--- config.mk ---
export PLATFORM = sky130hd
export DESIGN_NAME = pcxt_glue_top
export DESIGN_NICKNAME = d
export VERILOG_FILES = /design/src/hw/pcxt_glue_pkg.sv /design/src/hw/cfg_regs.sv /design/src/hw/reset_sequencer.sv /design/src/hw/sample_tick_gen.sv /design/src/hw/splash_timer.sv /design/src/hw/sd_spi_router.sv /design/src/hw/led_stretcher.sv /design/src/hw/pcxt_glue_top.sv
export SDC_FILE = /design/constraint.sdc
export NUM_CORES = 1
export LEC_CHECK = 0
export BUFFER_PORTS_ARGS = -buffer_cell sky130_fd_sc_hd__buf_4
export CAP_MARGIN = 20
export CORE_MARGIN = 2
export CORE_UTILIZATION = 25
export DETAILED_ROUTE_END_ITERATION = 10
export PLACE_DENSITY_LB_ADDON = 0.3
export SLEW_MARGIN = 20
export SYNTH_ARGS = -nofsm -noshare
export SYNTH_HDL_FRONTEND = slang
export SYNTH_SLANG_ARGS = --single-unit
export TNS_END_PERCENT = 50
--- constraint.sdc ---
create_clock -name CLK_50M -period 4.6 [get_ports CLK_50M]
set_input_delay 0 -clock CLK_50M [delete_from_list [all_inputs] [get_ports CLK_50M]]
set_output_delay 0 -clock CLK_50M [all_outputs]
set_load 0.01 [all_outputs]
--- src/hw/pcxt_glue_pkg.sv ---
`default_nettype none

package pcxt_glue_pkg;

	//////////////////////////////////////////////////
	// Bus and data widths
	//////////////////////////////////////////////////

	// AXI4-Lite byte address, data and response
	typedef logic [3:0]  axil_addr_t;
	typedef logic [31:0] axil_data_t;
	typedef logic [1:0]  axil_resp_t;

	localparam axil_resp_t RESP_OKAY   = 2'b00;
	localparam axil_resp_t RESP_SLVERR = 2'b10;

	// Host status word, stands in for the OSD status bus
	typedef logic [31:0] status_word_t;

	// Bit positions inside the status word
	localparam int STATUS_SOFT_RESET  = 0;
	localparam int STATUS_SPLASH_SKIP = 7;
	localparam int STATUS_ASPECT_LO   = 8;
	localparam int STATUS_MOUNT_RESET = 14;

	// One HDMI aspect output, bit 12 selects scaled size
	typedef logic [12:0] aspect_t;

	// Mounted image size in bytes
	typedef logic [63:0] img_size_t;

	// Reset sequencer states
	typedef enum logic [1:0] {
		RST_HOLD,
		RST_SYS_STRETCH,
		RST_CPU_DELAY,
		RST_RUN
	} reset_state_t;

	// Register map
	localparam axil_addr_t REG_STATUS = 4'h0;
	localparam axil_addr_t REG_INFO   = 4'h4;

	//////////////////////////////////////////////////
	// Default timing values
	//////////////////////////////////////////////////
	localparam int DEF_CLK_HZ           = 50_000_000;
	localparam int DEF_SAMPLE_HZ        = 44100;
	localparam int DEF_POR_CYCLES       = 65535;
	localparam int DEF_CPU_RESET_CYCLES = 42;
	localparam int DEF_SPLASH_SECONDS   = 5;
	localparam int DEF_LED_HOLD_CYCLES  = 4_500_000;

endpackage

`default_nettype wire

--- src/hw/cfg_regs.sv ---
`default_nettype none

module cfg_regs import pcxt_glue_pkg::*; (
	input  wire               CLK_50M,
	input  wire               reset_wire,
	// AXI4-Lite, master side
	input  wire               awvalid,
	input  wire axil_addr_t   awaddr,
	input  wire               wvalid,
	input  wire axil_data_t   wdata,
	input  wire               bready,
	input  wire               arvalid,
	input  wire axil_addr_t   araddr,
	input  wire               rready,
	// AXI4-Lite, slave side
	output logic              awready,
	output logic              wready,
	output logic              bvalid,
	output axil_resp_t        bresp,
	output logic              arready,
	output logic              rvalid,
	output axil_data_t        rdata,
	output axil_resp_t        rresp,
	// Readback flags
	input  wire               sys_reset,
	input  wire               cpu_reset,
	input  wire               splash_active,
	input  wire               vsd_present,
	// Decoded outputs
	output status_word_t      status_word,
	output aspect_t           video_arx,
	output aspect_t           video_ary
);

	logic       wr_fire;
	logic       rd_fire;
	logic       wr_hit;
	axil_data_t info_word;
	axil_data_t rd_data;
	axil_resp_t rd_resp;
	logic [1:0] aspect_sel;

	//////////////////////////////////////////////////
	// Handshakes
	//////////////////////////////////////////////////

	// Address and data accepted together, one write in flight
	assign wr_fire = awvalid & wvalid & ~bvalid;
	assign awready = wr_fire;
	assign wready  = wr_fire;
	// Only the status word is writable
	assign wr_hit  = (awaddr == REG_STATUS);

	// New read only once the previous data has gone
	assign rd_fire = arvalid & ~rvalid;
	assign arready = rd_fire;

	// Live machine state for the host
	assign info_word = {28'd0, vsd_present, splash_active, cpu_reset, sys_reset};

	// Read decode, unmapped offsets give zero with an error
	always_comb begin
		rd_data = '0;
		rd_resp = RESP_OKAY;
		case (araddr)
			REG_STATUS: rd_data = status_word;
			REG_INFO:   rd_data = info_word;
			default:    rd_resp = RESP_SLVERR;
		endcase
	end

	// Control state
	always_ff @(posedge CLK_50M or posedge reset_wire) begin
		if (reset_wire) begin
			status_word <= '0;
			bvalid      <= 1'b0;
			rvalid      <= 1'b0;
		end else begin
			if (wr_fire) begin
				bvalid <= 1'b1;
				if (wr_hit)
					status_word <= wdata;
			end else if (bready) begin
				bvalid <= 1'b0;
			end
			// Response held until the master takes it
			if (rd_fire)
				rvalid <= 1'b1;
			else if (rready)
				rvalid <= 1'b0;
		end
	end

	// Response payload
	always_ff @(posedge CLK_50M) begin
		if (wr_fire)
			bresp <= wr_hit ? RESP_OKAY : RESP_SLVERR;
		if (rd_fire) begin
			rdata <= rd_data;
			rresp <= rd_resp;
		end
	end

	//////////////////////////////////////////////////
	// Aspect ratio decode
	//////////////////////////////////////////////////

	// Zero means original 4:3, else the ARC index
	assign aspect_sel = status_word[STATUS_ASPECT_LO +: 2];
	assign video_arx  = (aspect_sel == 2'd0) ? aspect_t'(4) : aspect_t'(aspect_sel - 2'd1);
	assign video_ary  = (aspect_sel == 2'd0) ? aspect_t'(3) : aspect_t'(0);

endmodule

`default_nettype wire

--- src/hw/reset_sequencer.sv ---
`default_nettype none

module reset_sequencer import pcxt_glue_pkg::*; #(
	parameter int POR_CYCLES       = DEF_POR_CYCLES,
	parameter int CPU_RESET_CYCLES = DEF_CPU_RESET_CYCLES
) (
	input  wire               CLK_50M,
	input  wire               reset_wire,
	input  wire               pll_locked,
	input  wire               user_button,
	input  wire status_word_t status_word,
	input  wire               img_mounted,
	input  wire               splash_active,
	output logic              sys_reset,
	output logic              cpu_reset
);

	// One counter serves both delays
	localparam int CNT_MAX = (POR_CYCLES > CPU_RESET_CYCLES) ? POR_CYCLES : CPU_RESET_CYCLES;
	localparam int CNT_W   = $clog2(CNT_MAX + 1);

	reset_state_t     state;
	logic [CNT_W-1:0] cnt;
	logic             hold;

	//////////////////////////////////////////////////
	// Reset sources
	//////////////////////////////////////////////////

	// Any of these keeps the machine parked
	assign hold = reset_wire
		| status_word[STATUS_SOFT_RESET]
		| user_button
		| ~pll_locked
		| (status_word[STATUS_MOUNT_RESET] & img_mounted)
		| splash_active;

	// Raised by a source at once, released by the FSM
	assign sys_reset = hold | (state == RST_HOLD) | (state == RST_SYS_STRETCH);
	assign cpu_reset = hold | (state != RST_RUN);

	//////////////////////////////////////////////////
	// Release sequence
	//////////////////////////////////////////////////
	always_ff @(posedge CLK_50M or posedge reset_wire) begin
		if (reset_wire) begin
			state <= RST_HOLD;
			cnt   <= '0;
		end else if (hold) begin
			// New source restarts the whole sequence
			state <= RST_HOLD;
			cnt   <= '0;
		end else begin
			case (state)
				RST_HOLD: begin
					// First quiet cycle already counts
					state <= RST_SYS_STRETCH;
					cnt   <= CNT_W'(1);
				end
				RST_SYS_STRETCH: begin
					if (cnt >= CNT_W'(POR_CYCLES - 1)) begin
						state <= RST_CPU_DELAY;
						cnt   <= CNT_W'(1);
					end else begin
						cnt <= cnt + 1'b1;
					end
				end
				RST_CPU_DELAY: begin
					// CPU comes out of reset after the chipset
					if (cnt >= CNT_W'(CPU_RESET_CYCLES))
						state <= RST_RUN;
					else
						cnt <= cnt + 1'b1;
				end
				default: state <= RST_RUN;
			endcase
		end
	end

endmodule

`default_nettype wire

--- src/hw/sample_tick_gen.sv ---
`default_nettype none

module sample_tick_gen import pcxt_glue_pkg::*; #(
	parameter int CLK_HZ    = DEF_CLK_HZ,
	parameter int SAMPLE_HZ = DEF_SAMPLE_HZ
) (
	input  wire  CLK_50M,
	input  wire  reset_wire,
	output logic sample_tick
);

	// Room for one full period plus one step
	localparam int ACC_W = $clog2(CLK_HZ + SAMPLE_HZ + 1);

	logic [ACC_W-1:0] acc;
	logic [ACC_W-1:0] acc_sum;

	// Phase after this cycle's step
	assign acc_sum = acc + ACC_W'(SAMPLE_HZ);

	// Fractional divider, remainder carried into the next period
	always_ff @(posedge CLK_50M or posedge reset_wire) begin
		if (reset_wire) begin
			acc         <= '0;
			sample_tick <= 1'b0;
		end else if (acc_sum >= ACC_W'(CLK_HZ)) begin
			acc         <= acc_sum - ACC_W'(CLK_HZ);
			sample_tick <= 1'b1;
		end else begin
			acc         <= acc_sum;
			sample_tick <= 1'b0;
		end
	end

endmodule

`default_nettype wire

--- src/hw/splash_timer.sv ---
`default_nettype none

module splash_timer import pcxt_glue_pkg::*; #(
	parameter int SPLASH_SECONDS   = DEF_SPLASH_SECONDS,
	parameter int TICKS_PER_SECOND = DEF_CLK_HZ
) (
	input  wire               CLK_50M,
	input  wire               reset_wire,
	input  wire status_word_t status_word,
	output logic              splash_active
);

	localparam int TICK_W = $clog2(TICKS_PER_SECOND + 1);
	localparam int SEC_W  = $clog2(SPLASH_SECONDS + 1);

	logic [TICK_W-1:0] tick_cnt;
	logic [SEC_W-1:0]  sec_cnt;
	logic              second_done;
	logic              skip_req;

	// Last cycle of the current second
	assign second_done = (tick_cnt == TICK_W'(TICKS_PER_SECOND - 1));
	// Host asked to skip the logo
	assign skip_req    = status_word[STATUS_SPLASH_SKIP];

	//////////////////////////////////////////////////
	// Splash countdown
	//////////////////////////////////////////////////
	always_ff @(posedge CLK_50M or posedge reset_wire) begin
		if (reset_wire) begin
			splash_active <= 1'b1;
			tick_cnt      <= '0;
			sec_cnt       <= '0;
		end else if (splash_active) begin
			if (skip_req) begin
				splash_active <= 1'b0;
			end else if (second_done) begin
				tick_cnt <= '0;
				sec_cnt  <= sec_cnt + 1'b1;
				// Last second elapsed
				if (sec_cnt == SEC_W'(SPLASH_SECONDS - 1))
					splash_active <= 1'b0;
			end else begin
				tick_cnt <= tick_cnt + 1'b1;
			end
		end
		// Once ended, stays off until the next board reset
	end

endmodule

`default_nettype wire

--- src/hw/sd_spi_router.sv ---
`default_nettype none

module sd_spi_router import pcxt_glue_pkg::*; (
	input  wire            CLK_50M,
	input  wire            reset_wire,
	input  wire            img_mounted,
	input  wire img_size_t img_size,
	// SPI from the core
	input  wire            spi_cs,
	input  wire            spi_sck,
	input  wire            spi_mosi,
	output logic           spi_miso,
	// Physical card
	input  wire            sd_miso,
	output logic           sd_cs,
	output logic           sd_sck,
	output logic           sd_mosi,
	// Virtual disk
	input  wire            vsd_miso,
	output logic           vsd_cs,
	output logic           vsd_sck,
	output logic           vsd_mosi,
	output logic           vsd_present
);

	// Mount event tells whether an image is present
	always_ff @(posedge CLK_50M or posedge reset_wire) begin
		if (reset_wire)
			vsd_present <= 1'b0;
		else if (img_mounted)
			vsd_present <= |img_size;
	end

	//////////////////////////////////////////////////
	// SPI steering
	//////////////////////////////////////////////////

	// Card parked deselected while an image is mounted
	assign sd_cs    = spi_cs | vsd_present;
	assign sd_sck   = spi_sck & ~vsd_present;
	assign sd_mosi  = spi_mosi & ~vsd_present;

	// Virtual disk parked otherwise
	assign vsd_cs   = spi_cs | ~vsd_present;
	assign vsd_sck  = spi_sck & vsd_present;
	assign vsd_mosi = spi_mosi & vsd_present;

	// Return data from whichever target is live
	assign spi_miso = vsd_present ? vsd_miso : sd_miso;

endmodule

`default_nettype wire

--- src/hw/led_stretcher.sv ---
`default_nettype none

module led_stretcher import pcxt_glue_pkg::*; #(
	parameter int LED_HOLD_CYCLES = DEF_LED_HOLD_CYCLES
) (
	input  wire  CLK_50M,
	input  wire  reset_wire,
	input  wire  activity,
	output logic led_user
);

	localparam int CNT_W = $clog2(LED_HOLD_CYCLES + 1);

	logic [CNT_W-1:0] hold_cnt;

	// Each busy cycle restarts the hold time
	always_ff @(posedge CLK_50M or posedge reset_wire) begin
		if (reset_wire)
			hold_cnt <= '0;
		else if (activity)
			hold_cnt <= CNT_W'(LED_HOLD_CYCLES);
		else if (hold_cnt != '0)
			hold_cnt <= hold_cnt - 1'b1;
	end

	// Lit while time remains
	assign led_user = (hold_cnt != '0);

endmodule

`default_nettype wire

--- src/hw/pcxt_glue_top.sv ---
`default_nettype none

module pcxt_glue_top import pcxt_glue_pkg::*; #(
	parameter int CLK_HZ           = DEF_CLK_HZ,
	parameter int SAMPLE_HZ        = DEF_SAMPLE_HZ,
	parameter int POR_CYCLES       = DEF_POR_CYCLES,
	parameter int CPU_RESET_CYCLES = DEF_CPU_RESET_CYCLES,
	parameter int SPLASH_SECONDS   = DEF_SPLASH_SECONDS,
	parameter int TICKS_PER_SECOND = DEF_CLK_HZ,
	parameter int LED_HOLD_CYCLES  = DEF_LED_HOLD_CYCLES
) (
	input  wire             CLK_50M,
	input  wire             reset_wire,
	input  wire             pll_locked,
	input  wire             user_button,
	// AXI4-Lite from the host
	input  wire             awvalid,
	input  wire axil_addr_t awaddr,
	input  wire             wvalid,
	input  wire axil_data_t wdata,
	input  wire             bready,
	input  wire             arvalid,
	input  wire axil_addr_t araddr,
	input  wire             rready,
	output logic            awready,
	output logic            wready,
	output logic            bvalid,
	output axil_resp_t      bresp,
	output logic            arready,
	output logic            rvalid,
	output axil_data_t      rdata,
	output axil_resp_t      rresp,
	// Image mount
	input  wire             img_mounted,
	input  wire img_size_t  img_size,
	// Core SPI and its two targets
	input  wire             spi_cs,
	input  wire             spi_sck,
	input  wire             spi_mosi,
	output logic            spi_miso,
	input  wire             sd_miso,
	output logic            sd_cs,
	output logic            sd_sck,
	output logic            sd_mosi,
	input  wire             vsd_miso,
	output logic            vsd_cs,
	output logic            vsd_sck,
	output logic            vsd_mosi,
	// Machine outputs
	output aspect_t         video_arx,
	output aspect_t         video_ary,
	output logic            sys_reset,
	output logic            cpu_reset,
	output logic            sample_tick,
	output logic            led_user
);

	status_word_t status_word;
	logic         splash_active;
	logic         vsd_present;

	//////////////////////////////////////////////////
	// Host registers
	//////////////////////////////////////////////////
	cfg_regs u_cfg_regs (
		.CLK_50M       (CLK_50M),
		.reset_wire    (reset_wire),
		.awvalid       (awvalid),
		.awaddr        (awaddr),
		.wvalid        (wvalid),
		.wdata         (wdata),
		.bready        (bready),
		.arvalid       (arvalid),
		.araddr        (araddr),
		.rready        (rready),
		.awready       (awready),
		.wready        (wready),
		.bvalid        (bvalid),
		.bresp         (bresp),
		.arready       (arready),
		.rvalid        (rvalid),
		.rdata         (rdata),
		.rresp         (rresp),
		.sys_reset     (sys_reset),
		.cpu_reset     (cpu_reset),
		.splash_active (splash_active),
		.vsd_present   (vsd_present),
		.status_word   (status_word),
		.video_arx     (video_arx),
		.video_ary     (video_ary)
	);

	//////////////////////////////////////////////////
	// Reset chain
	//////////////////////////////////////////////////
	reset_sequencer #(
		.POR_CYCLES       (POR_CYCLES),
		.CPU_RESET_CYCLES (CPU_RESET_CYCLES)
	) u_reset_sequencer (
		.CLK_50M       (CLK_50M),
		.reset_wire    (reset_wire),
		.pll_locked    (pll_locked),
		.user_button   (user_button),
		.status_word   (status_word),
		.img_mounted   (img_mounted),
		.splash_active (splash_active),
		.sys_reset     (sys_reset),
		.cpu_reset     (cpu_reset)
	);

	// Logo time holds the machine in reset
	splash_timer #(
		.SPLASH_SECONDS   (SPLASH_SECONDS),
		.TICKS_PER_SECOND (TICKS_PER_SECOND)
	) u_splash_timer (
		.CLK_50M       (CLK_50M),
		.reset_wire    (reset_wire),
		.status_word   (status_word),
		.splash_active (splash_active)
	);

	//////////////////////////////////////////////////
	// Audio, storage and LED
	//////////////////////////////////////////////////
	sample_tick_gen #(
		.CLK_HZ    (CLK_HZ),
		.SAMPLE_HZ (SAMPLE_HZ)
	) u_sample_tick_gen (
		.CLK_50M     (CLK_50M),
		.reset_wire  (reset_wire),
		.sample_tick (sample_tick)
	);

	sd_spi_router u_sd_spi_router (
		.CLK_50M     (CLK_50M),
		.reset_wire  (reset_wire),
		.img_mounted (img_mounted),
		.img_size    (img_size),
		.spi_cs      (spi_cs),
		.spi_sck     (spi_sck),
		.spi_mosi    (spi_mosi),
		.spi_miso    (spi_miso),
		.sd_miso     (sd_miso),
		.sd_cs       (sd_cs),
		.sd_sck      (sd_sck),
		.sd_mosi     (sd_mosi),
		.vsd_miso    (vsd_miso),
		.vsd_cs      (vsd_cs),
		.vsd_sck     (vsd_sck),
		.vsd_mosi    (vsd_mosi),
		.vsd_present (vsd_present)
	);

	// Disk access whenever the core selects a device
	led_stretcher #(
		.LED_HOLD_CYCLES (LED_HOLD_CYCLES)
	) u_led_stretcher (
		.CLK_50M    (CLK_50M),
		.reset_wire (reset_wire),
		.activity   (~spi_cs),
		.led_user   (led_user)
	);

endmodule

`default_nettype wire

==> metrics.md, run 1 <==
| Metric | Value |
|---|---|
| RSZ-0062 raised after global routing | `no` |
| CP max FO | `16` |
| Hold Vio Cnt, Final | `0` |
| Routed Wire Length | `19300 microns` |
| Yosys reg bits | `165` |
| Setup_tns | `0 ns` |
| Fin crit period | `3.17 ns` |
| DR pass1 iterations | `5` |
| Sinks on Clock Net | `165` |
| Drt via density | `4.31` |
| Pwr dens | `314 nW/um^2` |
| Clock Root Buffer | `clkbuf_16` |
| Crit Path Category | `reg2reg` |
| Filler Cell Count | `3415` |
| Clock slew at reported path FFs | `0.07 ns` |
| Layout cells sized above 1 | `0.257` |
| CP dominant cell by count | `xnor2_1` |
| IO Count | `197` |
| Synth top area cells | `dfrtp_1 39%, edfxtp_1 12%, xnor2_1 4.7%` |
| CP max stage cell | `dfrtp_1` |
| Largest family of logic cells by synthesized area | `simple AND/OR/NAND/NOR gates` |
| GPL Wtd Cong | `0.754` |
| Count of final setup violators | `0` |
| Post-CTS sizing | `0` |
| Post-Synth XOR/XNOR Area | `0.0853` |
| Port buffer count | `173` |
| Post-synth EDFFs | `34` |
| Number of H-tree levels | `4` |
| Synthesized cell area | `8420 sq um` |
| Initial DRC count | `367` |
| Count leader, synth | `dfrtp_1` |
| Tot GR Track Use | `0.112` |
| Max Root-Sink Buffers | `2` |
| Synth Warn # | `0` |
| Synth area leader | `dfrtp_1` |
| Max-slew headroom | `0.365` |
| Cts hold-fix bufs | `47` |
| Nets | `1133` |
| Post-route ant nets | `0` |
| Max_cap viols | `0` |
| Die ar. | `35200 sq um` |
| Ys async rst share | `0.794` |
| CTS buffer count | `17` |
| Tot Pwr | `3.51 mW` |
| Prevailing post-synth register cell | `dfrtp_1` |
| CTS tree | `built` |
| Adder-Cell Fraction of Synth Area | `0.0193` |
| CP required | `4.96 ns` |
| Core area | `33400 sq um` |
| Status | `completed` |
| Synth cell count leaders | `130 x dfrtp_1, 73 x nor2_1, 55 x nand2_1, 45 x xnor2_1, 40 x and2_1` |
| Slew Limit Fails | `0` |
| Multiplexer share of the synthesized area | `0.0513` |
| Initial Utilization | `0.252` |
| Fin Hold WS | `0.0264 ns` |
| Mean Syn Cell Area | `10.7 sq um` |
| Min-Delay Path Class | `in2reg` |
| CP arrival | `3.53 ns` |
| Clock latency at the later pin of the worst-skew pair | `0.43 ns` |
| CP startpoint kind | `flip-flop` |
| Number of global-route vias before repair | `6277` |
| Syn-to-layout area delta | `32.9%` |
| Pin count of the biggest net entering global routing | `104` |
| Final Skew | `0.00947 ns` |
| Worst path max stage delay | `0.47 ns` |
| Die Y | `188 microns` |
| Post-synthesis sequential area ratio | `0.511` |
| Antenna Cells | `0` |
| Fmax | `315 MHz` |
| Compound-Gate Fraction of Synth Area | `0.0727` |
| Worst VDD drop | `0.314 mV` |
| Post-CTS Setup Bufs | `0` |
| DRC | `0` |
| Final period util | `0.690` |
| Worst-margin pin slew | `0.950 ns` |
| HPWL after detailed placement | `13500 microns` |
| Row cnt | `67` |
| Initial antenna violation count | `0` |
| Via count | `6296` |
| Post-Synth Simple-Gate Area | `0.214` |
| Pleak | `4.85 nW` |
| Synth top area share | `0.386` |
| Chip width | `188 microns` |
| Netlist cell types | `71` |
| Global-route wire length before repair | `32400 microns` |
| Crit path capture type | `flip-flop` |
| Syn Inst Count | `786` |
| Crit-path cells | `ha_1 > a31o_1 > a21oi_1 > xnor2_1 > nand3_1 > o31ai_2 > nand4b_4 > a21bo_4 > nor3_1 > xnor2_1` |
| GRT overflow | `0` |
| WL per Instance | `13.2 microns` |
[final timing paths]
path | from | to | slack [ns] | cells past startpoint
min in group asynchronous | reset_wire | u_cfg_regs.status_word[5] | 0.39 | 3
worst min register to register | u_splash_timer.sec_cnt[2] | u_splash_timer.splash_active | 0.45 | 1
worst max register to register | u_sample_tick_gen.acc[2] | u_sample_tick_gen.acc[23] | 1.43 | 10
worst min-delay path | awvalid | u_cfg_regs.bresp[1] | 0.03 | 3
worst max-delay path | u_sample_tick_gen.acc[2] | u_sample_tick_gen.acc[23] | 1.43 | 10
max in group asynchronous | reset_wire | u_sample_tick_gen.acc[20] | 3.25 | 4
[metal layers]
| layer | vias to the layer above | global-route usage | share of wire |
|---|---|---|---|
| li1 | 3144 | - | - |
| met1 | 2991 | 0.154 | 0.50 |
| met2 | 141 | 0.177 | 0.44 |
| met3 | 20 | 0.0275 | 0.043 |
| met4 | 0 | 0.0306 | 0.014 |
| met5 | - | 0 | 0 |
[worst max-delay path, delay by kind of cell (launching register included)]
kind,cells,cell delay (ns)
AO/OA/AOI/OAI,4,1.26
XOR/XNOR,2,0.48
adder cells (fa/ha/maj),1,0.28
flip-flops,1,0.47
AND/OR/NAND/NOR,3,0.62
[flip-flops by register name, summed over array words and instances (netlist names)]
name,flops
u_cfg_regs.rdata,32
u_cfg_regs.bvalid,1
u_cfg_regs.rvalid,1
u_splash_timer.tick_cnt,26
u_led_stretcher.hold_cnt,23
u_sample_tick_gen.sample_tick,1
u_splash_timer.splash_active,1
u_cfg_regs.rresp,1
u_cfg_regs.bresp,1
u_cfg_regs.status_word,32
u_reset_sequencer.state,2
u_reset_sequencer.cnt,16
u_sample_tick_gen.acc,24
u_splash_timer.sec_cnt,3
u_sd_spi_router.vsd_present,1
[power breakdown]
part	leakage [nW]	internal, mW	switching (mW)	total, mW
logic	2.50	0.200	0.153	0.353
clock network	0.314	0.864	0.674	1.54
registers	2.03	1.58	0.0424	1.62
[cell families (layout without fill, tap and decap cells)]
kind of cell / Yosys count / in the layout
compound gates: 88 / 88
buf+inv: 69 / 275
xor+xnor: 82 / 82
fa+ha+maj: 13 / 13
mux: 39 / 39
flops: 165 / 165
other cells: 1 / 23
simple gates: 329 / 329
[layout by cell type, fill, tap and decap left out, drive strengths merged, types with 15 or more instances in the layout]
cell / synthesis / layout
dfrtp: 130 / 130
o21ai: 22 / 22
nand4: 20 / 20
nand3: 25 / 25
mux2: 33 / 33
nor3: 15 / 15
a21oi: 17 / 17
buf: 38 / 177
and2: 40 / 40
nor4: 23 / 23
clkbuf: 12 / 19
nor2: 80 / 80
conb: 1 / 23
xnor2: 45 / 45
dlygate4sd3: 0 / 47
xor2: 37 / 37
nand2: 55 / 55
edfxtp: 34 / 34
inv: 19 / 27
[per-stage QoR]
step                cell area [sq um]  std cells  setup slack [ns]   util
finish                          11200       1462              1.43  0.336
global route                    11200       1462              1.14  0.336
CTS                             11200       1462              1.41  0.336
detailed placement              10100       1383              1.45  0.302
global placement                10100       1383              1.53  0.302
floorplan                        8500        808              1.10      -
[area by class of cell]
| type | count | area [sq um] | share of cell area |
|---|---|---|---|
| multi-input combinational | 574 | 3820 | 0.341 |
| clock inverter | 13 | 184 | 0.0164 |
| tap | 448 | 561 | 0.0501 |
| inverter | 19 | 76.3 | 0.00682 |
| timing repair buffer | 224 | 1800 | 0.161 |
| sequential | 165 | 4300 | 0.384 |
| clock buffer | 19 | 453 | 0.0405 |
No activity file was read; power rests on OpenSTA's default activity.
==> inputs of run 2 (changes only) <==
- ABC_AREA: default -> 1
- clock period: 4.6 -> 2.7 ns (I/O delays scaled with it)
==> metrics.md, run 2 <==
| Metric | Value |
|---|---|
| Status | `completed` |
| Sinks on Clock Net | `165 (unchanged)` |
| Die ar. | `39000 sq um (+11%)` |
| Tot GR Track Use | `0.129 (+0.0166)` |
| Worst VDD drop | `0.438 mV (+40%)` |
| WL per Instance | `12.7 microns (-4.1%)` |
| Netlist cell types | `48 (-32%)` |
| Antenna Cells | `0 (unchanged)` |
| Syn Inst Count | `1234 (+57%)` |
| Yosys reg bits | `165 (unchanged)` |
| RSZ-0062 raised after global routing | `no` |
| Nets | `1600 (+41%)` |
| Hold Vio Cnt, Final | `0 (unchanged)` |
| Synthesized cell area | `9350 sq um (+11%)` |
| Drt via density | `4.42 (+2.7%)` |
| Clock latency at the later pin of the worst-skew pair | `0.43 ns (about the same)` |
| Multi-input gate area | `4190 sq um (+9.5%)` |
| Filler Cell Count | `3824 (+12%)` |
| Post-place setup slack | `0.154 ns (-1.29 ns)` |
| Synth top area share | `0.348 (-0.0383)` |
| Most frequent cells in the layout | `296 x nand2_1, 191 x buf_4, 186 x inv_1` |
| Layout cells sized above 1 | `0.179 (-0.0785)` |
| DR pass1 iterations | `5 (unchanged)` |
| Crit path capture type | `primary output` |
| Synth Warn # | `0 (unchanged)` |
| Synth top area cells | `dfrtp_1 35%, nand2_1 12%, edfxtp_1 11%` |
| DRC | `0 (unchanged)` |
| Final WS setup | `0.285 ns (-1.14 ns)` |
| Fin crit period | `2.41 ns` |
| Storage element area | `4300 sq um (unchanged)` |
| GPL Wtd Cong | `0.893 (+18%)` |
| Post-synthesis sequential area ratio | `0.460 (-0.0507)` |
| Global-route wire length before repair | `41000 microns (+26%)` |
| Commonest non-fill, non-tap cell in the layout | `nand2_1` |
| Chip width | `197 microns (+5.2%)` |
| Number of H-tree levels | `4 (unchanged)` |
| Routed Wire Length | `24700 microns (+28%)` |
| CP max FO | `5 (-11)` |
| IO Count | `197 (unchanged)` |
| Max Root-Sink Buffers | `2 (unchanged)` |
| Core area | `36700 sq um (+10%)` |
| Row cnt | `70 (+4.5%)` |
| Synth area leader | `dfrtp_1` |
| Mean Syn Cell Area | `7.58 sq um (-29%)` |
| Prevailing post-synth register cell | `dfrtp_1` |
| Clock Root Buffer | `clkbuf_16` |
| HPWL after detailed placement | `18300 microns (+36%)` |
| Clock slew at reported path FFs | `0.07 ns (about the same)` |
| Biggest registers after layout | `u_cfg_regs.rdata: 32 flops, u_cfg_regs.status_word: 32 flops, u_splash_timer.tick_cnt: 26 flops` |
| Pleak | `5.84 nW (+20%)` |
| Min-Delay Path Class | `in2reg` |
| GRT overflow | `0 (unchanged)` |
| Final period util | `0.894` |
| Max_cap viols | `0 (unchanged)` |
| CP arrival | `2.41 ns (-1.12 ns)` |
| CTS tree | `built` |
| Ys async rst share | `0.794 (unchanged)` |
| Count of final setup violators | `0 (unchanged)` |
| Fmax | `414 MHz` |
| Post-synth EDFFs | `34 (unchanged)` |
| Final core occ | `0.336 (+0.000585)` |
| Synth cell count leaders | `298 x nand2_1, 190 x inv_1, 141 x nor2_1, 130 x dfrtp_1, 100 x nand3_1` |
| Pwr dens | `495 nW/um^2 (+58%)` |
| Syn-to-layout area delta | `31.9%` |
| CTS buffer count | `17 (unchanged)` |
| Pin count of the biggest net entering global routing | `65 (-38%)` |
| Initial Utilization | `0.255 (+0.00234)` |
| Final Skew | `0.0129 ns (+0.00343 ns)` |
| Met2 WL | `11400 microns (+32%)` |
| Port buffer count | `173 (unchanged)` |
| Count leader, synth | `nand2_1` |
| Met3 Wirelength | `1250 microns (+50%)` |
| DRT met1 WL | `11700 microns (+21%)` |
| Initial DRC count | `536 (+46%)` |
| DR top layer | `met4` |
| Via count | `8621 (+37%)` |
| Slew Limit Fails | `0 (unchanged)` |
| Number of global-route vias before repair | `8379 (+33%)` |
| Initial antenna violation count | `0 (unchanged)` |
| Post-route ant nets | `0 (unchanged)` |
| Max-slew headroom | `0.543 (+0.178)` |
| Worst-margin pin slew | `0.685 ns (-0.265 ns)` |
| Die Y | `197 microns (+5.2%)` |
| Crit Path Category | `reg2out` |
| CP required | `2.70 ns (-2.26 ns)` |
| CP startpoint kind | `flip-flop` |
run 2: path summary, 6_finish.rpt:
kind                       cells after the start  slack, ns                      endpoint                    startpoint
max in group asynchronous                      5       1.25    u_cfg_regs.status_word[13]                    reset_wire
hold / removal                                 5       0.02      u_reset_sequencer.cnt[0]                   user_button
setup / recovery                              11       0.29                      led_user   u_led_stretcher.hold_cnt[0]
setup reg to reg                              14       0.32     u_sample_tick_gen.acc[23]     u_sample_tick_gen.acc[17]
min in group asynchronous                      4       0.37     u_reset_sequencer.cnt[13]                    reset_wire
hold reg to reg                                2       0.47  u_led_stretcher.hold_cnt[22]  u_led_stretcher.hold_cnt[22]
run 2: per-layer routing:
layer / vias to the layer above / track usage
met2: 207 / 0.213
met1: 3981 / 0.169
met4: 0 / 0.0376
met5: - / 0
met3: 30 / 0.0277
li1: 4403 / -
run 2: cell type report:
type                            instances  area share
Clock buffer                           18      0.0348
Inverter                              197      0.0603
Timing Repair Buffer                  236       0.153
Multi-Input combinational cell        851       0.339
Sequential cell                       165       0.349
Clock inverter                         14      0.0167
Tap cell                              468      0.0475
run 2: through the flow:
stage	setup TNS, ns	cell area, sq um	instances	hold WS [ns]	power [mW]
3_3_place_gp	0	11200	1866	0.195	3.44
6_report	0	12300	1949	0.0220	6.11
3_5_place_dp	0	11200	1866	0.198	3.46
5_1_grt	0	12300	1949	0.0395	6.41
4_1_cts	0	12200	1943	0.000774	6.21
2_1_floorplan	-6.32	9450	1256	0.0832	3.16
run 2: timing repair:
item,in CTS,in global routing
endpoints found under the setup margin,0,20
gates resized for setup,0,9
endpoints found under the hold margin,89,0
buffers inserted,0,5
hold buffers,45,0
run 2: logic make-up after synthesis:
family                     count (synthesis)  synth area share
adders and majority gates                 13            0.0174
xor gates and xnor gates                  23            0.0216
other                                      1          0.000401
muxes                                      1           0.00107
AOI/OAI and AO/OA                        129            0.0740
DFF                                      165             0.460
and+or+nand+nor                          661             0.316
buffers and inverters                    241             0.109
run 2: report_power, final:
| part | total [mW] | leakage [nW] | internal, mW | switching [mW] |
|---|---|---|---|---|
| Clock | 2.65 | 0.310 | 1.64 | 1.02 |
| Sequential | 2.79 | 1.97 | 2.73 | 0.0608 |
| Combinational | 0.669 | 3.56 | 0.320 | 0.350 |
| Total | 6.11 | 5.84 | 4.69 | 1.43 |
run 2: worst max-delay path, stage by stage (launching register included):
cell     delay (ns)
dfrtp_1        0.37
inv_1          0.10
ha_1           0.20
nand4_1        0.16
nor2_1         0.17
buf_4          0.16
inv_1          0.06
nor4_1         0.24
nand2_1        0.13
nor2_1         0.15
nand3_1        0.10
buf_4          0.16
==> inputs of run 3 (changes only) <==
- SYNTH_HIERARCHICAL: default -> 1
==> metrics.md, run 3 <==
| Metric | Value |
|---|---|
| Status | `completed` |
| CTS tree | `built` |
| Port buffer count | `173 (unchanged)` |
| Slew Limit Fails | `0 (unchanged)` |
| Commonest non-fill, non-tap cell in the layout | `nand2_1` |
| Yosys reg bits | `165 (unchanged)` |
| Nets | `1857 (+16%)` |
| Routed Wire Length | `29700 microns (+20%)` |
| Tot GR Track Use | `0.141 (+0.0120)` |
| Most frequent cells in the layout | `457 x nand2_1, 221 x nor2_1, 179 x buf_4` |
| Ys async rst share | `0.794 (unchanged)` |
| Int Power | `4.29 mW (-8.5%)` |
| Synthesized cell area | `10700 sq um (+15%)` |
| Crit path capture type | `flip-flop` |
| CP required | `3.03 ns (+0.33 ns)` |
| Initial DRC count | `542 (+1.1%)` |
| RSZ-0062 raised after global routing | `no` |
| Final instance area | `13500 sq um (+9.2%)` |
| FF-to-FF Start | `u_sample_tick_gen/acc[2]` |
| R2r worst-path depth | `15 (+1)` |
| Post-synth EDFFs | `34 (unchanged)` |
| Pin count of the biggest net entering global routing | `35 (-46%)` |
| Initial Utilization | `0.255 (about the same)` |
| CP startpoint kind | `flip-flop` |
| Synth area leader | `dfrtp_1` |
| CP max FO | `4 (-1)` |
| Max_cap viols | `0 (unchanged)` |
| Worst-margin pin slew | `0.965 ns (+0.280 ns)` |
| Hold Vio Cnt, Final | `0 (unchanged)` |
| GRT overflow | `0 (unchanged)` |
| Drt via density | `4.36 (-1.3%)` |
| Sinks on Clock Net | `165 (unchanged)` |
| Row cnt | `75 (+7.1%)` |
| Clock latency at the later pin of the worst-skew pair | `0.45 ns (+0.02 ns)` |
| Post-route ant nets | `0 (unchanged)` |
| Sw Pwr | `1.63 mW (+14%)` |
| Switching Share | `0.275 (+0.0416)` |
| Core area | `42100 sq um (+15%)` |
| Fin Hold WS | `0.0387 ns (+0.0167 ns)` |
| Adder-Cell Fraction of Synth Area | `0.0163 (-0.00108)` |
| Synth cell count leaders | `457 x nand2_1, 223 x nor2_1, 178 x inv_1, 139 x nand3_1, 130 x dfrtp_1` |
| Global-route wire length before repair | `49800 microns (+22%)` |
| Number of global-route vias before repair | `9920 (+18%)` |
| IO Count | `197 (unchanged)` |
| Comb pwr share | `0.131 (+0.021)` |
| Compound-Gate Fraction of Synth Area | `0.0326 (-0.0414)` |
| Count of final setup violators | `0 (unchanged)` |
| Number of H-tree levels | `4 (unchanged)` |
| Crit Path Category | `reg2reg` |
| Worst R2R End | `u_sample_tick_gen/acc[21]` |
| DRC | `0 (unchanged)` |
| Dpl cell area | `12500 sq um (+12%)` |
| Initial antenna violation count | `1 (+1)` |
| Final core occ | `0.320 (-0.0163)` |
| Setup_tns | `0 ns (unchanged)` |
| Post-synthesis sequential area ratio | `0.401 (-0.0593)` |
| Post-CTS Setup Bufs | `0 (unchanged)` |
| Max Root-Sink Buffers | `2 (unchanged)` |
| Count leader, synth | `nand2_1` |
| Filler Cell Count | `4553 (+19%)` |
| Clock network power share | `0.399 (-0.035)` |
| Fin crit period | `2.46 ns (+0.0475 ns)` |
| Reg2reg setup slack | `0.24 ns (-0.08 ns)` |
| Syn-to-layout area delta | `25.5%` |
| Layout cells sized above 1 | `0.199 (+0.0197)` |
| Synth top area cells | `dfrtp_1 30%, nand2_1 16%, edfxtp_1 9.5%` |
| HPWL after detailed placement | `22500 microns (+23%)` |
| Synth Warn # | `6 (+6)` |
| Syn Inst Count | `1508 (+22%)` |
| GPL Wtd Cong | `0.898 (+0.54%)` |
| Clock Root Buffer | `clkbuf_16` |
| Min-Delay Path Class | `in2async` |
| Die Y | `211 microns (+7.0%)` |
| Via count | `9937 (+15%)` |
| Die ar. | `44600 sq um (+14%)` |
| CP arrival | `2.80 ns (+0.39 ns)` |
| Final Skew | `0.0104 ns (-0.00254 ns)` |
| Biggest registers after layout | `u_cfg_regs/rdata: 32 flops, u_cfg_regs/status_word: 32 flops, u_splash_timer/tick_cnt: 26 flops` |
| Synth top area share | `0.303 (-0.0449)` |
| Seq pwr share | `0.469 (+0.013)` |
| Largest family of logic cells by synthesized area | `simple AND/OR/NAND/NOR gates` |
| Final period util | `0.912 (+0.0176)` |
| Max-slew headroom | `0.356 (-0.187)` |
| Chip width | `211 microns (+7.0%)` |
| Pleak | `6.63 nW (+14%)` |
| Mean Syn Cell Area | `7.12 sq um (-6.1%)` |
| Worst VDD drop | `0.301 mV (-31%)` |
| Post-Synth Simple-Gate Area | `0.424 (+0.108)` |
| WL per Instance | `13.1 microns (+3.0%)` |
| Clock slew at reported path FFs | `0.07 ns (about the same)` |
| DR pass1 iterations | `5 (unchanged)` |
| Pwr dens | `439 nW/um^2 (-11%)` |
| Storage element area | `4300 sq um (unchanged)` |
| Netlist cell types | `44 (-8.3%)` |
| Multi-input gate area | `5390 sq um (+29%)` |
| Prevailing post-synth register cell | `dfrtp_1` |
| Fmax | `406 MHz (-1.9%)` |
| Multiplexer share of the synthesized area | `0 (-0.00107)` |
| Post-Synth XOR/XNOR Area | `0.0180 (-0.00359)` |
| CTS buffer count | `17 (unchanged)` |
[run 3: cell types whose count changed after synthesis, sizes merged, moves of 6 or more]
| cell | previous run | this run |
|---|---|---|
| o21ai | 74 | 49 |
| nand2 | 308 | 496 |
| nor4 | 32 | 1 |
| nor3 | 26 | 10 |
| buf | 30 | 44 |
| nor2 | 148 | 279 |
| clkbuf | 14 | 5 |
| nand4 | 24 | 41 |
| nand3 | 100 | 145 |
| a21oi | 35 | 15 |
| nor3b | 6 | 0 |
[run 3: metal layers]
layer / vias up / global-route usage / part of all wire
li1: 5101 / - / -
met1: 4596 / 0.186 / 0.48
met2: 185 / 0.224 / 0.45
met3: 55 / 0.0299 / 0.042
met4: 0 / 0.0568 / 0.027
met5: - / 0 / 0
[run 3: worst max-delay path by stage]
stage | startpoint | end | slack [ns] | cells past startpoint
floorplan | u_sample_tick_gen/acc[2] | u_sample_tick_gen/acc[15] | 0.59 | 12
global placement | u_sample_tick_gen/acc[2] | u_sample_tick_gen/acc[23] | 0.19 | 14
detailed placement | u_sample_tick_gen/acc[2] | u_sample_tick_gen/acc[23] | 0.17 | 14
CTS | u_sample_tick_gen/acc[2] | u_sample_tick_gen/acc[23] | 0.14 | 14
global route | u_sample_tick_gen/acc[2] | u_sample_tick_gen/acc[16] | 0.002 | 15
finish | u_sample_tick_gen/acc[2] | u_sample_tick_gen/acc[21] | 0.24 | 15
[run 3: cell type report]
class / count / area share
Timing Repair Buffer: 224 / 0.134
Inverter: 198 / 0.0555
Sequential cell: 165 / 0.319
Antenna cell: 1 / 0.000186
Multi-Input combinational cell: 1118 / 0.400
Clock inverter: 11 / 0.00659
Tap cell: 539 / 0.0501
Clock buffer: 21 / 0.0343
[run 3: power groups by stage]
| stage | Sequential (mW) | Clock [mW] | Combinational, mW |
|---|---|---|---|
| 2_1_floorplan | 2.82 | 0 | 0.407 |
| 3_3_place_gp | 2.82 | 0 | 0.723 |
| 3_5_place_dp | 2.83 | 0 | 0.733 |
| 4_1_cts | 2.78 | 2.45 | 0.790 |
| 5_1_grt | 2.80 | 2.56 | 0.866 |
| 6_report | 2.78 | 2.36 | 0.777 |
[run 3: what timing repair did]
item,in CTS,in global routing
hold buffers,44,0
hold endpoints to repair,154,0
resized for setup,0,7
setup endpoints to repair,0,19
[run 3: kinds of logic after synthesis]
family | after synthesis
AND/OR/NAND/NOR | 991
AO/OA/AOI/OAI | 68
other | 1
adder cells (fa/ha/maj) | 14
XOR/XNOR | 22
flip-flops | 165
buffers and inverters | 247
[run 3: critical path, stage by stage, from the launching register on]
cell and delay, ns:
dfrtp_1 0.41, ha_1 0.24, nand3_1 0.11, nand2_1 0.13
nand2_1 0.13, xor2_2 0.22, ha_1 0.23, nand3_1 0.15
nor2_1 0.17, nor2_2 0.08, nand3_1 0.09, nand2_1 0.11
nand3_1 0.09, nand2_1 0.07, nand2_1 0.07, nand2_1 0.05
[run 3: per-stage QoR]
stage | instances | power [mW] | setup WS, ns
finish | 2277 | 5.91 | 0.238
global placement | 2199 | 3.54 | 0.192
detailed placement | 2200 | 3.56 | 0.173
floorplan | 1530 | 3.23 | 0.594
CTS | 2276 | 6.02 | 0.143
global route | 2277 | 6.22 | 0.00234
